<file path="config.mk">
export PLATFORM = sky130hd
export DESIGN_NAME = wb_subsystem
export DESIGN_NICKNAME = d
export VERILOG_FILES = /design/src/hdl/wb_pkg.sv /design/src/hdl/wb_subsystem.sv /design/src/hdl/reg_file.sv /design/src/hdl/wb_arbiter.sv /design/src/hdl/load_align.sv /design/src/hdl/stream_flow.sv
export SDC_FILE = /design/constraint.sdc
export NUM_CORES = 2
export LEC_CHECK = 0
export BUFFER_PORTS_ARGS = -buffer_cell sky130_fd_sc_hd__buf_4
export CELL_PAD_IN_SITES_DETAIL_PLACEMENT = 1
export CELL_PAD_IN_SITES_GLOBAL_PLACEMENT = 1
export CORE_MARGIN = 2
export CORE_UTILIZATION = 40
export DETAILED_ROUTE_END_ITERATION = 10
export PLACE_DENSITY_LB_ADDON = 0.2
export SYNTH_ARGS = -nofsm -noshare
export SYNTH_HDL_FRONTEND = slang
export SYNTH_SLANG_ARGS = --single-unit
</file>
<file path="constraint.sdc">
create_clock -name clk -period 14.9 [get_ports clk]
set_clock_uncertainty 0.2 [all_clocks]
set_input_delay 3.725 -clock clk [delete_from_list [all_inputs] [get_ports clk]]
set_output_delay 3.725 -clock clk [all_outputs]
set_load 0.05 [all_outputs]
</file>
<file path="src/hdl/wb_pkg.sv">
package wb_pkg;

    // core data width
    localparam int xlen = 32;

    // architectural register count and index width
    localparam int reg_count = 32;
    localparam int reg_addr_width = $clog2(reg_count);

    // load encoding width and byte position width
    localparam int load_op_width = 3;
    localparam int offset_width = 2;

    typedef logic [xlen-1:0] word_t;

    typedef logic [reg_addr_width-1:0] reg_addr_t;

    typedef logic [offset_width-1:0] byte_offset_t;

    // follows the funct3 field of the load instructions
    typedef enum logic [load_op_width-1:0] {
        load_lb  = 3'b000,
        load_lh  = 3'b001,
        load_lw  = 3'b010,
        load_lbu = 3'b100,
        load_lhu = 3'b101
    } load_op_t;

    // one result headed for the register file
    typedef struct packed {
        reg_addr_t dest;
        word_t     value;
    } wb_operation_t;

    // load command issued ahead of the memory word
    typedef struct packed {
        reg_addr_t    dest;
        load_op_t     op;
        byte_offset_t offset;
    } mem_operation_t;

    // round-robin pointer over the result producers
    typedef enum logic [1:0] {
        source_execute = 2'd0,
        source_mem     = 2'd1,
        source_system  = 2'd2
    } wb_source_t;

endpackage
</file>
<file path="src/hdl/wb_subsystem.sv">
`timescale 1ns/1ns

module wb_subsystem (
    input  logic                   clk,
    input  logic                   rst,

    input  logic                   execute_valid,
    output logic                   execute_ready,
    input  wb_pkg::wb_operation_t  execute_payload,

    input  logic                   system_valid,
    output logic                   system_ready,
    input  wb_pkg::wb_operation_t  system_payload,

    input  logic                   mem_cmd_valid,
    output logic                   mem_cmd_ready,
    input  wb_pkg::mem_operation_t mem_cmd_payload,

    input  logic                   mem_data_valid,
    output logic                   mem_data_ready,
    input  wb_pkg::word_t          mem_data,

    output logic                   wb_valid,
    input  logic                   wb_ready,
    output wb_pkg::wb_operation_t  wb_payload,

    input  wb_pkg::reg_addr_t      rs1_addr,
    input  wb_pkg::reg_addr_t      rs2_addr,
    output wb_pkg::word_t          rs1_data,
    output wb_pkg::word_t          rs2_data
);

    logic write_valid;

    // commit on the output transfer
    assign write_valid = wb_valid && wb_ready;

    wb_arbiter i_arbiter (
        .clk            (clk),
        .rst            (rst),
        .execute_valid  (execute_valid),
        .execute_ready  (execute_ready),
        .execute_payload(execute_payload),
        .mem_cmd_valid  (mem_cmd_valid),
        .mem_cmd_ready  (mem_cmd_ready),
        .mem_cmd_payload(mem_cmd_payload),
        .mem_data_valid (mem_data_valid),
        .mem_data_ready (mem_data_ready),
        .mem_data       (mem_data),
        .system_valid   (system_valid),
        .system_ready   (system_ready),
        .system_payload (system_payload),
        .wb_valid       (wb_valid),
        .wb_ready       (wb_ready),
        .wb_payload     (wb_payload)
    );

    reg_file i_reg_file (
        .clk          (clk),
        .rst          (rst),
        .write_valid  (write_valid),
        .write_payload(wb_payload),
        .rs1_addr     (rs1_addr),
        .rs2_addr     (rs2_addr),
        .rs1_data     (rs1_data),
        .rs2_data     (rs2_data)
    );

endmodule

</file>
<file path="src/hdl/reg_file.sv">
`timescale 1ns/1ns

module reg_file (
    input  logic                  clk,
    input  logic                  rst,

    input  logic                  write_valid,
    input  wb_pkg::wb_operation_t write_payload,

    input  wb_pkg::reg_addr_t     rs1_addr,
    input  wb_pkg::reg_addr_t     rs2_addr,
    output wb_pkg::word_t         rs1_data,
    output wb_pkg::word_t         rs2_data
);

    import wb_pkg::*;

    word_t regs [reg_count];

    // x0 is never written
    always_ff @(posedge clk) begin
        if (rst) begin
            for (int i = 0; i < reg_count; i++) begin
                regs[i] <= '0;
            end
        end else if (write_valid && (write_payload.dest != '0)) begin
            regs[write_payload.dest] <= write_payload.value;
        end
    end

    // no bypass, a write shows up on the next cycle
    assign rs1_data = (rs1_addr == '0) ? '0 : regs[rs1_addr];
    assign rs2_data = (rs2_addr == '0) ? '0 : regs[rs2_addr];

endmodule

</file>
<file path="src/hdl/wb_arbiter.sv">
`timescale 1ns/1ns

module wb_arbiter (
    input  logic                   clk,
    input  logic                   rst,

    input  logic                   execute_valid,
    output logic                   execute_ready,
    input  wb_pkg::wb_operation_t  execute_payload,

    input  logic                   mem_cmd_valid,
    output logic                   mem_cmd_ready,
    input  wb_pkg::mem_operation_t mem_cmd_payload,

    input  logic                   mem_data_valid,
    output logic                   mem_data_ready,
    input  wb_pkg::word_t          mem_data,

    input  logic                   system_valid,
    output logic                   system_ready,
    input  wb_pkg::wb_operation_t  system_payload,

    output logic                   wb_valid,
    input  logic                   wb_ready,
    output wb_pkg::wb_operation_t  wb_payload
);

    import wb_pkg::*;

    logic enable;
    logic mem_valid;
    logic consume_execute;
    logic consume_mem;
    logic consume_system;
    logic [3:0] ready_in;

    wb_source_t pointer;
    wb_source_t next_pointer;

    word_t load_value;
    wb_operation_t mem_result;
    wb_operation_t next_payload;

    // a load needs its command and its data word together
    assign mem_valid = mem_cmd_valid && mem_data_valid;

    // command and data share one consume bit so both readies rise together
    stream_flow #(
        .num_inputs (4),
        .num_outputs(1)
    ) i_flow (
        .clk      (clk),
        .rst      (rst),
        .valid_in ({execute_valid, mem_cmd_valid, mem_data_valid, system_valid}),
        .ready_in (ready_in),
        .consume  ({consume_execute, consume_mem, consume_mem, consume_system}),
        .valid_out(wb_valid),
        .ready_out(wb_ready),
        .produce  (1'b1),
        .enable   (enable)
    );

    assign execute_ready  = ready_in[3];
    assign mem_cmd_ready  = ready_in[2];
    assign mem_data_ready = ready_in[1];
    assign system_ready   = ready_in[0];

    load_align i_align (
        .data  (mem_data),
        .op    (mem_cmd_payload.op),
        .offset(mem_cmd_payload.offset),
        .value (load_value)
    );

    assign mem_result = '{dest: mem_cmd_payload.dest, value: load_value};

    // first valid source from the pointer wins
    // with nothing valid the pointer's own source stays chosen and enable stays low
    always_comb begin
        consume_execute = 1'b0;
        consume_mem = 1'b0;
        consume_system = 1'b0;
        case (pointer)
            source_execute: begin
                if (execute_valid) consume_execute = 1'b1;
                else if (mem_valid) consume_mem = 1'b1;
                else if (system_valid) consume_system = 1'b1;
                else consume_execute = 1'b1;
                next_pointer = source_mem;
            end
            source_mem: begin
                if (mem_valid) consume_mem = 1'b1;
                else if (system_valid) consume_system = 1'b1;
                else if (execute_valid) consume_execute = 1'b1;
                else consume_mem = 1'b1;
                next_pointer = source_system;
            end
            default: begin
                if (system_valid) consume_system = 1'b1;
                else if (execute_valid) consume_execute = 1'b1;
                else if (mem_valid) consume_mem = 1'b1;
                else consume_system = 1'b1;
                next_pointer = source_execute;
            end
        endcase
    end

    always_comb begin
        if (consume_execute) next_payload = execute_payload;
        else if (consume_mem) next_payload = mem_result;
        else next_payload = system_payload;
    end

    // pointer only moves when a transfer happens
    always_ff @(posedge clk) begin
        if (rst) begin
            pointer <= source_execute;
        end else if (enable) begin
            pointer <= next_pointer;
        end
    end

    always_ff @(posedge clk) begin
        if (enable) begin
            wb_payload <= next_payload;
        end
    end

endmodule

</file>
<file path="src/hdl/load_align.sv">
`timescale 1ns/1ns

module load_align (
    input  wb_pkg::word_t        data,
    input  wb_pkg::load_op_t     op,
    input  wb_pkg::byte_offset_t offset,
    output wb_pkg::word_t        value
);

    import wb_pkg::*;

    word_t shifted;

    // bring the addressed byte lane down to bit 0
    assign shifted = data >> {offset, 3'b000};

    always_comb begin
        case (op)
            load_lb: begin
                value = {{(xlen - 8){shifted[7]}}, shifted[7:0]};
            end
            load_lh: begin
                value = {{(xlen - 16){shifted[15]}}, shifted[15:0]};
            end
            load_lbu: begin
                value = {{(xlen - 8){1'b0}}, shifted[7:0]};
            end
            load_lhu: begin
                value = {{(xlen - 16){1'b0}}, shifted[15:0]};
            end
            // lw and the unused codes pass the word through
            default: begin
                value = shifted;
            end
        endcase
    end

endmodule

</file>
<file path="src/hdl/stream_flow.sv">
`timescale 1ns/1ns

module stream_flow #(
    parameter int num_inputs  = 1,
    parameter int num_outputs = 1
) (
    input  logic                   clk,
    input  logic                   rst,

    input  logic [num_inputs-1:0]  valid_in,
    output logic [num_inputs-1:0]  ready_in,
    input  logic [num_inputs-1:0]  consume,

    output logic [num_outputs-1:0] valid_out,
    input  logic [num_outputs-1:0] ready_out,
    input  logic [num_outputs-1:0] produce,

    output logic                   enable
);

    logic inputs_ready;
    logic outputs_free;
    logic [num_outputs-1:0] valid_next;

    // every consumed input has to hold data
    assign inputs_ready = &(valid_in | ~consume);

    // produced slots must be empty or drain this cycle
    assign outputs_free = &(~valid_out | ready_out | ~produce);

    assign enable = inputs_ready && outputs_free;

    // only the consumed inputs see ready, and only when the stage fires
    assign ready_in = enable ? consume : '0;

    // new data sets the flag, a drain without refill clears it
    assign valid_next = ({num_outputs{enable}} & produce) | (valid_out & ~ready_out);

    always_ff @(posedge clk) begin
        if (rst) begin
            valid_out <= '0;
        end else begin
            valid_out <= valid_next;
        end
    end

endmodule

</file>
# Yosys cells after proc, flatten, opt, wreduce, memory -nomap -nowiden
# Memories as Yosys holds them, arrays and structs flattened.
# Index checks and enable logic that the tools add are counted.
dict set report totals {
  regBits 40
  ramBits 1024
  output_inout_bits 106
  elab_cells 64
  mem_count 1
}
# memory depth word_bits read_ports rd_clocked_by_memory_dff wr line_no
set mem_list {}
lappend mem_list {i_reg_file.regs 32 32 2 0 32 reg_file.sv:18} ;# word_t regs [reg_count];
dict set report op_classes {
  n_eq_ne 4
  shift 1
  mux 36
  n_bitwise 7
  reduce_logical 11
}
# cell count
set op_table {}
lappend op_table {{32-bit one-hot mux with 4 select lines} 1}
lappend op_table {{32-bit two-way mux} 3}
lappend op_table {{37-bit two-way mux} 2}
lappend op_table {{32-bit OR reduction} 1}
lappend op_table {{32-bit by 5-bit >> shifter with 32-bit output} 1}
lappend op_table {{1-bit two-way mux} 24}
lappend op_table {{5-bit zero test} 2}
lappend op_table {{3-bit equality test (second input constant)} 2}
lappend op_table {{1-bit one-hot mux with 2 select lines} 3}
lappend op_table {{5-bit two-way mux} 1}
lappend op_table {{5-bit nonzero test} 1}
lappend op_table {{1-bit logical AND} 4}
lappend op_table {{4-bit two-way mux} 1}
lappend op_table {{4-bit NOT} 1}
lappend op_table {{4-bit OR} 1}
lappend op_table {{2-bit one-hot mux with 2 select lines} 1}
lappend op_table {{4-bit AND reduction} 1}
lappend op_table {{3-bit by 1-bit equality test with 1-bit output (second input constant)} 1}
lappend op_table {{3-bit zero test} 1}
lappend op_table {{2-bit by 1-bit equality test with 1-bit output (second input constant)} 1}
lappend op_table {{2-bit zero test} 1}
lappend op_table {{1-bit NOT} 2}
lappend op_table {{1-bit OR} 2}
lappend op_table {{1-bit bitwise AND} 1}

# Depth between registers and ports, before layout
dict set report logic_depth {
  ltp_word 10
  depth_mapped 9
  ltp_nobuf 5
}

# Modules after synthesis
# Synthesis repeated with hierarchy kept, for this count alone.
dict set report hier_totals {
  cells_unflattened 3958
  area_unflattened_um2 57735.4
}
# module n_inst cells_per_inst area_each_um2 seq_area_each_um2
set by_module_without_submodules {}
lappend by_module_without_submodules {reg_file 1 3690 54611.1 30749.5}
lappend by_module_without_submodules {wb_arbiter 1 145 2282.2 1151.1}
lappend by_module_without_submodules {load_align 1 107 694.4 0.0}
lappend by_module_without_submodules {stream_flow 1 15 141.4 20.0}
lappend by_module_without_submodules {wb_subsystem 1 1 6.3 0.0}

# Worst setup path before layout
# OpenSTA, ideal clock, no wires.
dict set report synth_path {
  kind {input port to output port}
  from {in wb_ready}
  to {out mem_data_ready}
  arrival_ns 6.796
  path_slack_ns 4.179
  stages 4
  cell_sequence {nand2b_1 -> a21boi_1 -> and2_1 -> buf_4}
}
dict set report synth_between {
  elab_chain_cells 3
}
# item line_no
set synth_lines {}
lappend synth_lines {{start: declaration} wb_subsystem.sv:24} ;# input logic wb_ready,
lappend synth_lines {{1-bit OR} stream_flow.sv:29} ;# assign outputs_free = &(~valid_out | ready_out | ~produce);
lappend synth_lines {{1-bit logical AND} stream_flow.sv:31} ;# assign enable = inputs_ready && outputs_free;
lappend synth_lines {{named net i_arbiter.enable} wb_arbiter.sv:30} ;# logic enable;
lappend synth_lines {{4-bit two-way mux} stream_flow.sv:34} ;# assign ready_in = enable ? consume : '0;
lappend synth_lines {{end: declaration} wb_subsystem.sv:20} ;# output logic mem_data_ready,
# The timed path passes the listed nets, and every way through them passes these cells.

# Worst setup path in the final report
dict set report layout_path {
  from {in rs1_addr[3]}
  to {out rs1_data[29]}
}
dict set report layout_between {
  elab_chain_cells 2
}
# item line_no
set layout_lines {}
lappend layout_lines {{start: declaration} wb_subsystem.sv:27} ;# input wb_pkg::reg_addr_t rs1_addr,
lappend layout_lines {{memory 32 x 32 bit / 5-bit zero test (equally long branches)} --}
lappend layout_lines {{32-bit two-way mux (*)} reg_file.sv:32} ;# assign rs1_data = (rs1_addr == '0) ? '0 : regs[rs1_addr];
lappend layout_lines {{end: declaration} wb_subsystem.sv:29} ;# output wb_pkg::word_t rs1_data,
# Every way passes the cells marked *; elsewhere a longest branch is shown, timed or not.

==> summary.txt <==
Status
  – Outcome: completed

Routing
  – Drt wl/cell: 35.31 um
  – Drc violations: 0
  – Detailed Route WL: 217900 um
  – Via/cell ratio: 6.218
  – Starting DRC count in detailed routing: 4604
  – DRT Pass-1 Iters: 5
  – Vias: 38367
  – Routed Antenna Nets: 0

Timing
  – RSZ-0062 raised after global routing: false
  – Final setup viols: 0
  – Post-layout min period: 11.79 ns
  – Slew HR: 0.06071
  – Tcrit/Tclk final: 0.7912
  – Setup_tns: 0 ns
  – Slew @ Worst Pin: 1.409 ns
  – Hold Vio Cnt, Final: 0
  – Max Slew Vio Count: 0
  – Hold slack: 0.3730 ns
  – Fmax: 84.83 MHz

Setup path
  – Top Family by Delay on Critical Path: buffers and inverters
  – FF-to-FF End: i_reg_file.regs[29][3]
  – Critical-path cell list: buf_4, buf_4, nor2b_4, buf_4, a221oi_1, a211oi_1, buf_4
  – WP data arrival: 7.86 ns
  – Most frequent cell on the critical path: buf_4
  – Critical path startpoint category: input pin
  – WP data required: 10.97 ns
  – CP max stage cell: a211oi_1
  – Worst path max stage delay: 0.99 ns
  – Critical path class: input pin to output pin
  – CP max FO: 45
  – Setup crit end kind: output pin
  – Buf/Inv on CP: 4
  – Flop-to-flop setup slack: 10.53 ns
  – Reg-to-Reg Start: i_arbiter.wb_payload[33]
  – FF-to-FF path depth: 6

Global route
  – Grt total ovfl: 0
  – Vias in the first global route: 39780
  – GRT Overall Usage: 0.2940
  – Largest net degree at the start of global routing: 88
  – Wire length of the first global-routing pass: 305200 um
  – Initial antenna violation count: 22

Clock tree
  – Post-CTS Setup Bufs: 0
  – # clock sinks: 1064
  – # hold bufs at CTS: 0
  – CTS H-Tree Depth: 3
  – Worst-path clk slew: 0.06 ns
  – CTS Root Cell: clkbuf_16
  – CTS max path bufs: 3
  – PostCTS Resize Cnt: 0
  – Clk Latency, worst-skew pair: 0.75 ns
  – TritonCTS clock tree: done
  – Number of CTS-inserted buffers: 120

Placement
  – Post-DP Area: 0.06144 mm2
  – IO buf count: 238
  – Detailed placement HPWL: 129900 um
  – Placer Congestion: 0.8384

Synth
  – Ys async rst share: 0
  – Post-synthesis simple-gate area fraction: 0.1388
  – Mux contribution to synthesized area: 0.2208
  – Post-Synthesis Mean Instance Area: 14.24 um2
  – Number of synthesized flops with an enable pin: 1061
  – Compound-gate portion of the synthesized area: 0.05145
  – Adder-Cell Fraction of Synth Area: 0
  – Cell count after synthesis: 4056
  – Register area share after synthesis: 0.5527
  – Main combinational cell family by area after synthesis: multiplexers
  – XOR/XNOR Fraction of Synth Area: 0
  – Cell Area, Synth: 0.05776 mm2
  – YS warnings: 0
  – Main synth FF type: edfxtp_1
  – Yosys reg bits: 1064
  – Yosys cell types: 49

Final layout
  – FF/Latch Area: 0.03192 mm2
  – Layout cells sized above 1: 0.2533
  – Post-layout util: 0.4554
  – Fill cell count: 14196
  – Post-route cell area: 0.06534 mm2
  – # nets final: 4292
  – Area grow syn2layout: 13.13%
  – Multi-input gate area: 0.02416 mm2

Floorplan
  – Ports: 239
  – Die Y-Extent: 384.0 um
  – Die Width: 384.0 um
  – Core Rows: 139
  – Core area: 0.1435 mm2
  – Die area: 0.1475 mm2
  – Initial Util: 0.4025

Power
  – Leak: 24.08 nW
  – Peak supply drop: 0.09415 mV
  – Power Total: 0.007725 W
  – Power Density: 118.2 mW/mm2

Flow run
  – Max Cap Viol: 0

Min path
  – Hold Crit Class: flop to flop
  – Hold EP: i_arbiter.pointer[0]
  – Hold path depth: 2
  – Hold_sp: i_arbiter.pointer[0]
worst register-to-register path: cells and delay by family (launching register included):
family | cells | cell delay [ns]
and+or+nand+nor | 4 | 2.25
buffers and inverters | 2 | 0.97
DFF | 1 | 0.55
synth_stat cells (all sizes together) (33+ instances only):
library cell	instances	share of area
nor2b	53	0.0057
mux2i	297	0.051
buf	140	0.017
a221oi	40	0.0061
a211oi	103	0.014
a21oi	79	0.0068
edfxtp	1061	0.55
mux2	64	0.012
and2	999	0.11
nand2	144	0.0094
clkbuf	284	0.018
o21ai	33	0.0029
mux4	400	0.16
nor2	102	0.0066
cells by family after synthesis:
| kind of cell | count (synthesis) |
|---|---|
| other cells | 1 |
| buf+inv | 434 |
| mux | 761 |
| flops | 1064 |
| compound gates | 417 |
| simple gates | 1379 |
layout make-up:
class / instances / share of cell area
diodes: 4 / 0.0001532
multi-input cells: 2589 / 0.3698
repair buffers: 374 / 0.04494
well taps: 1903 / 0.03644
clock inverters: 75 / 0.01093
clock buffers: 151 / 0.04869
flip-flops and latches: 1064 / 0.4885
inverters: 10 / 0.0005744
through the flow:
stage          setup slack (ns)  cells
2_1_floorplan             4.179   4087
3_3_place_gp              3.221   5940
3_5_place_dp              3.259   5940
4_1_cts                   3.254   6166
5_1_grt                   3.061   6166
6_report                  3.111   6170
power breakdown:
part	switching [W]	internal [W]	leakage (nW)	total, W
Combinational	0.000821	0.000383	11.2	0.00120
Sequential	0.0000977	0.00343	11.0	0.00353
Clock	0.00128	0.00171	1.90	0.00300
Total	0.00220	0.00552	24.1	0.00772
placed cells by master (no fill, tap or decap), drive strengths merged, types with 12 or more instances in the layout:
master   synthesis  final
o2111ai         14     14
conb             1     32
nand4           18     18
a211oi         103    103
o22ai           32     32
inv             10     13
or2             31     31
bufinv           0     12
clkbuf         284    151
mux2            64     64
nor2b           53     53
a221oi          40     40
mux4           400    400
o21ai           33     33
a22oi           27     27
nand2          144    144
a211o           17     17
edfxtp        1061   1061
o221ai          13     13
and2           999    999
clkinv           0     55
a21oi           79     79
buf            140    374
nor2           102    102
o31ai           18     18
nor3            14     14
mux2i          297    297
a31oi           17     17
flip-flops by register name (all words and copies together), names as in the netlist:
register	flops
i_reg_file.regs	1024
i_arbiter.wb_payload	37
i_arbiter.i_flow.valid_out	1
i_arbiter.pointer	2
worst max-delay path by stage:
| stage | depth (start not counted) | slack [ns] | endpoint | start |
|---|---|---|---|---|
| 6_report | 7 | 3.11 | rs1_data[29] | rs1_addr[3] |
| 4_1_cts | 7 | 3.25 | rs1_data[4] | rs1_addr[3] |
| 3_5_place_dp | 7 | 3.26 | rs1_data[29] | rs1_addr[3] |
| 2_1_floorplan | 4 | 4.18 | mem_data_ready | wb_ready |
| 5_1_grt | 7 | 3.06 | rs1_data[29] | rs1_addr[3] |
| 3_3_place_gp | 7 | 3.22 | rs1_data[29] | rs1_addr[3] |
metal layers:
layer	track usage	vias up	routed length (um)
li1	-	15623	-
met1	0.3976	20267	86030
met2	0.4720	2060	102200
met3	0.05037	411	20090
met4	0.1169	6	9515
met5	0	-	49
Note: power is estimated with default switching activity, not from simulation.
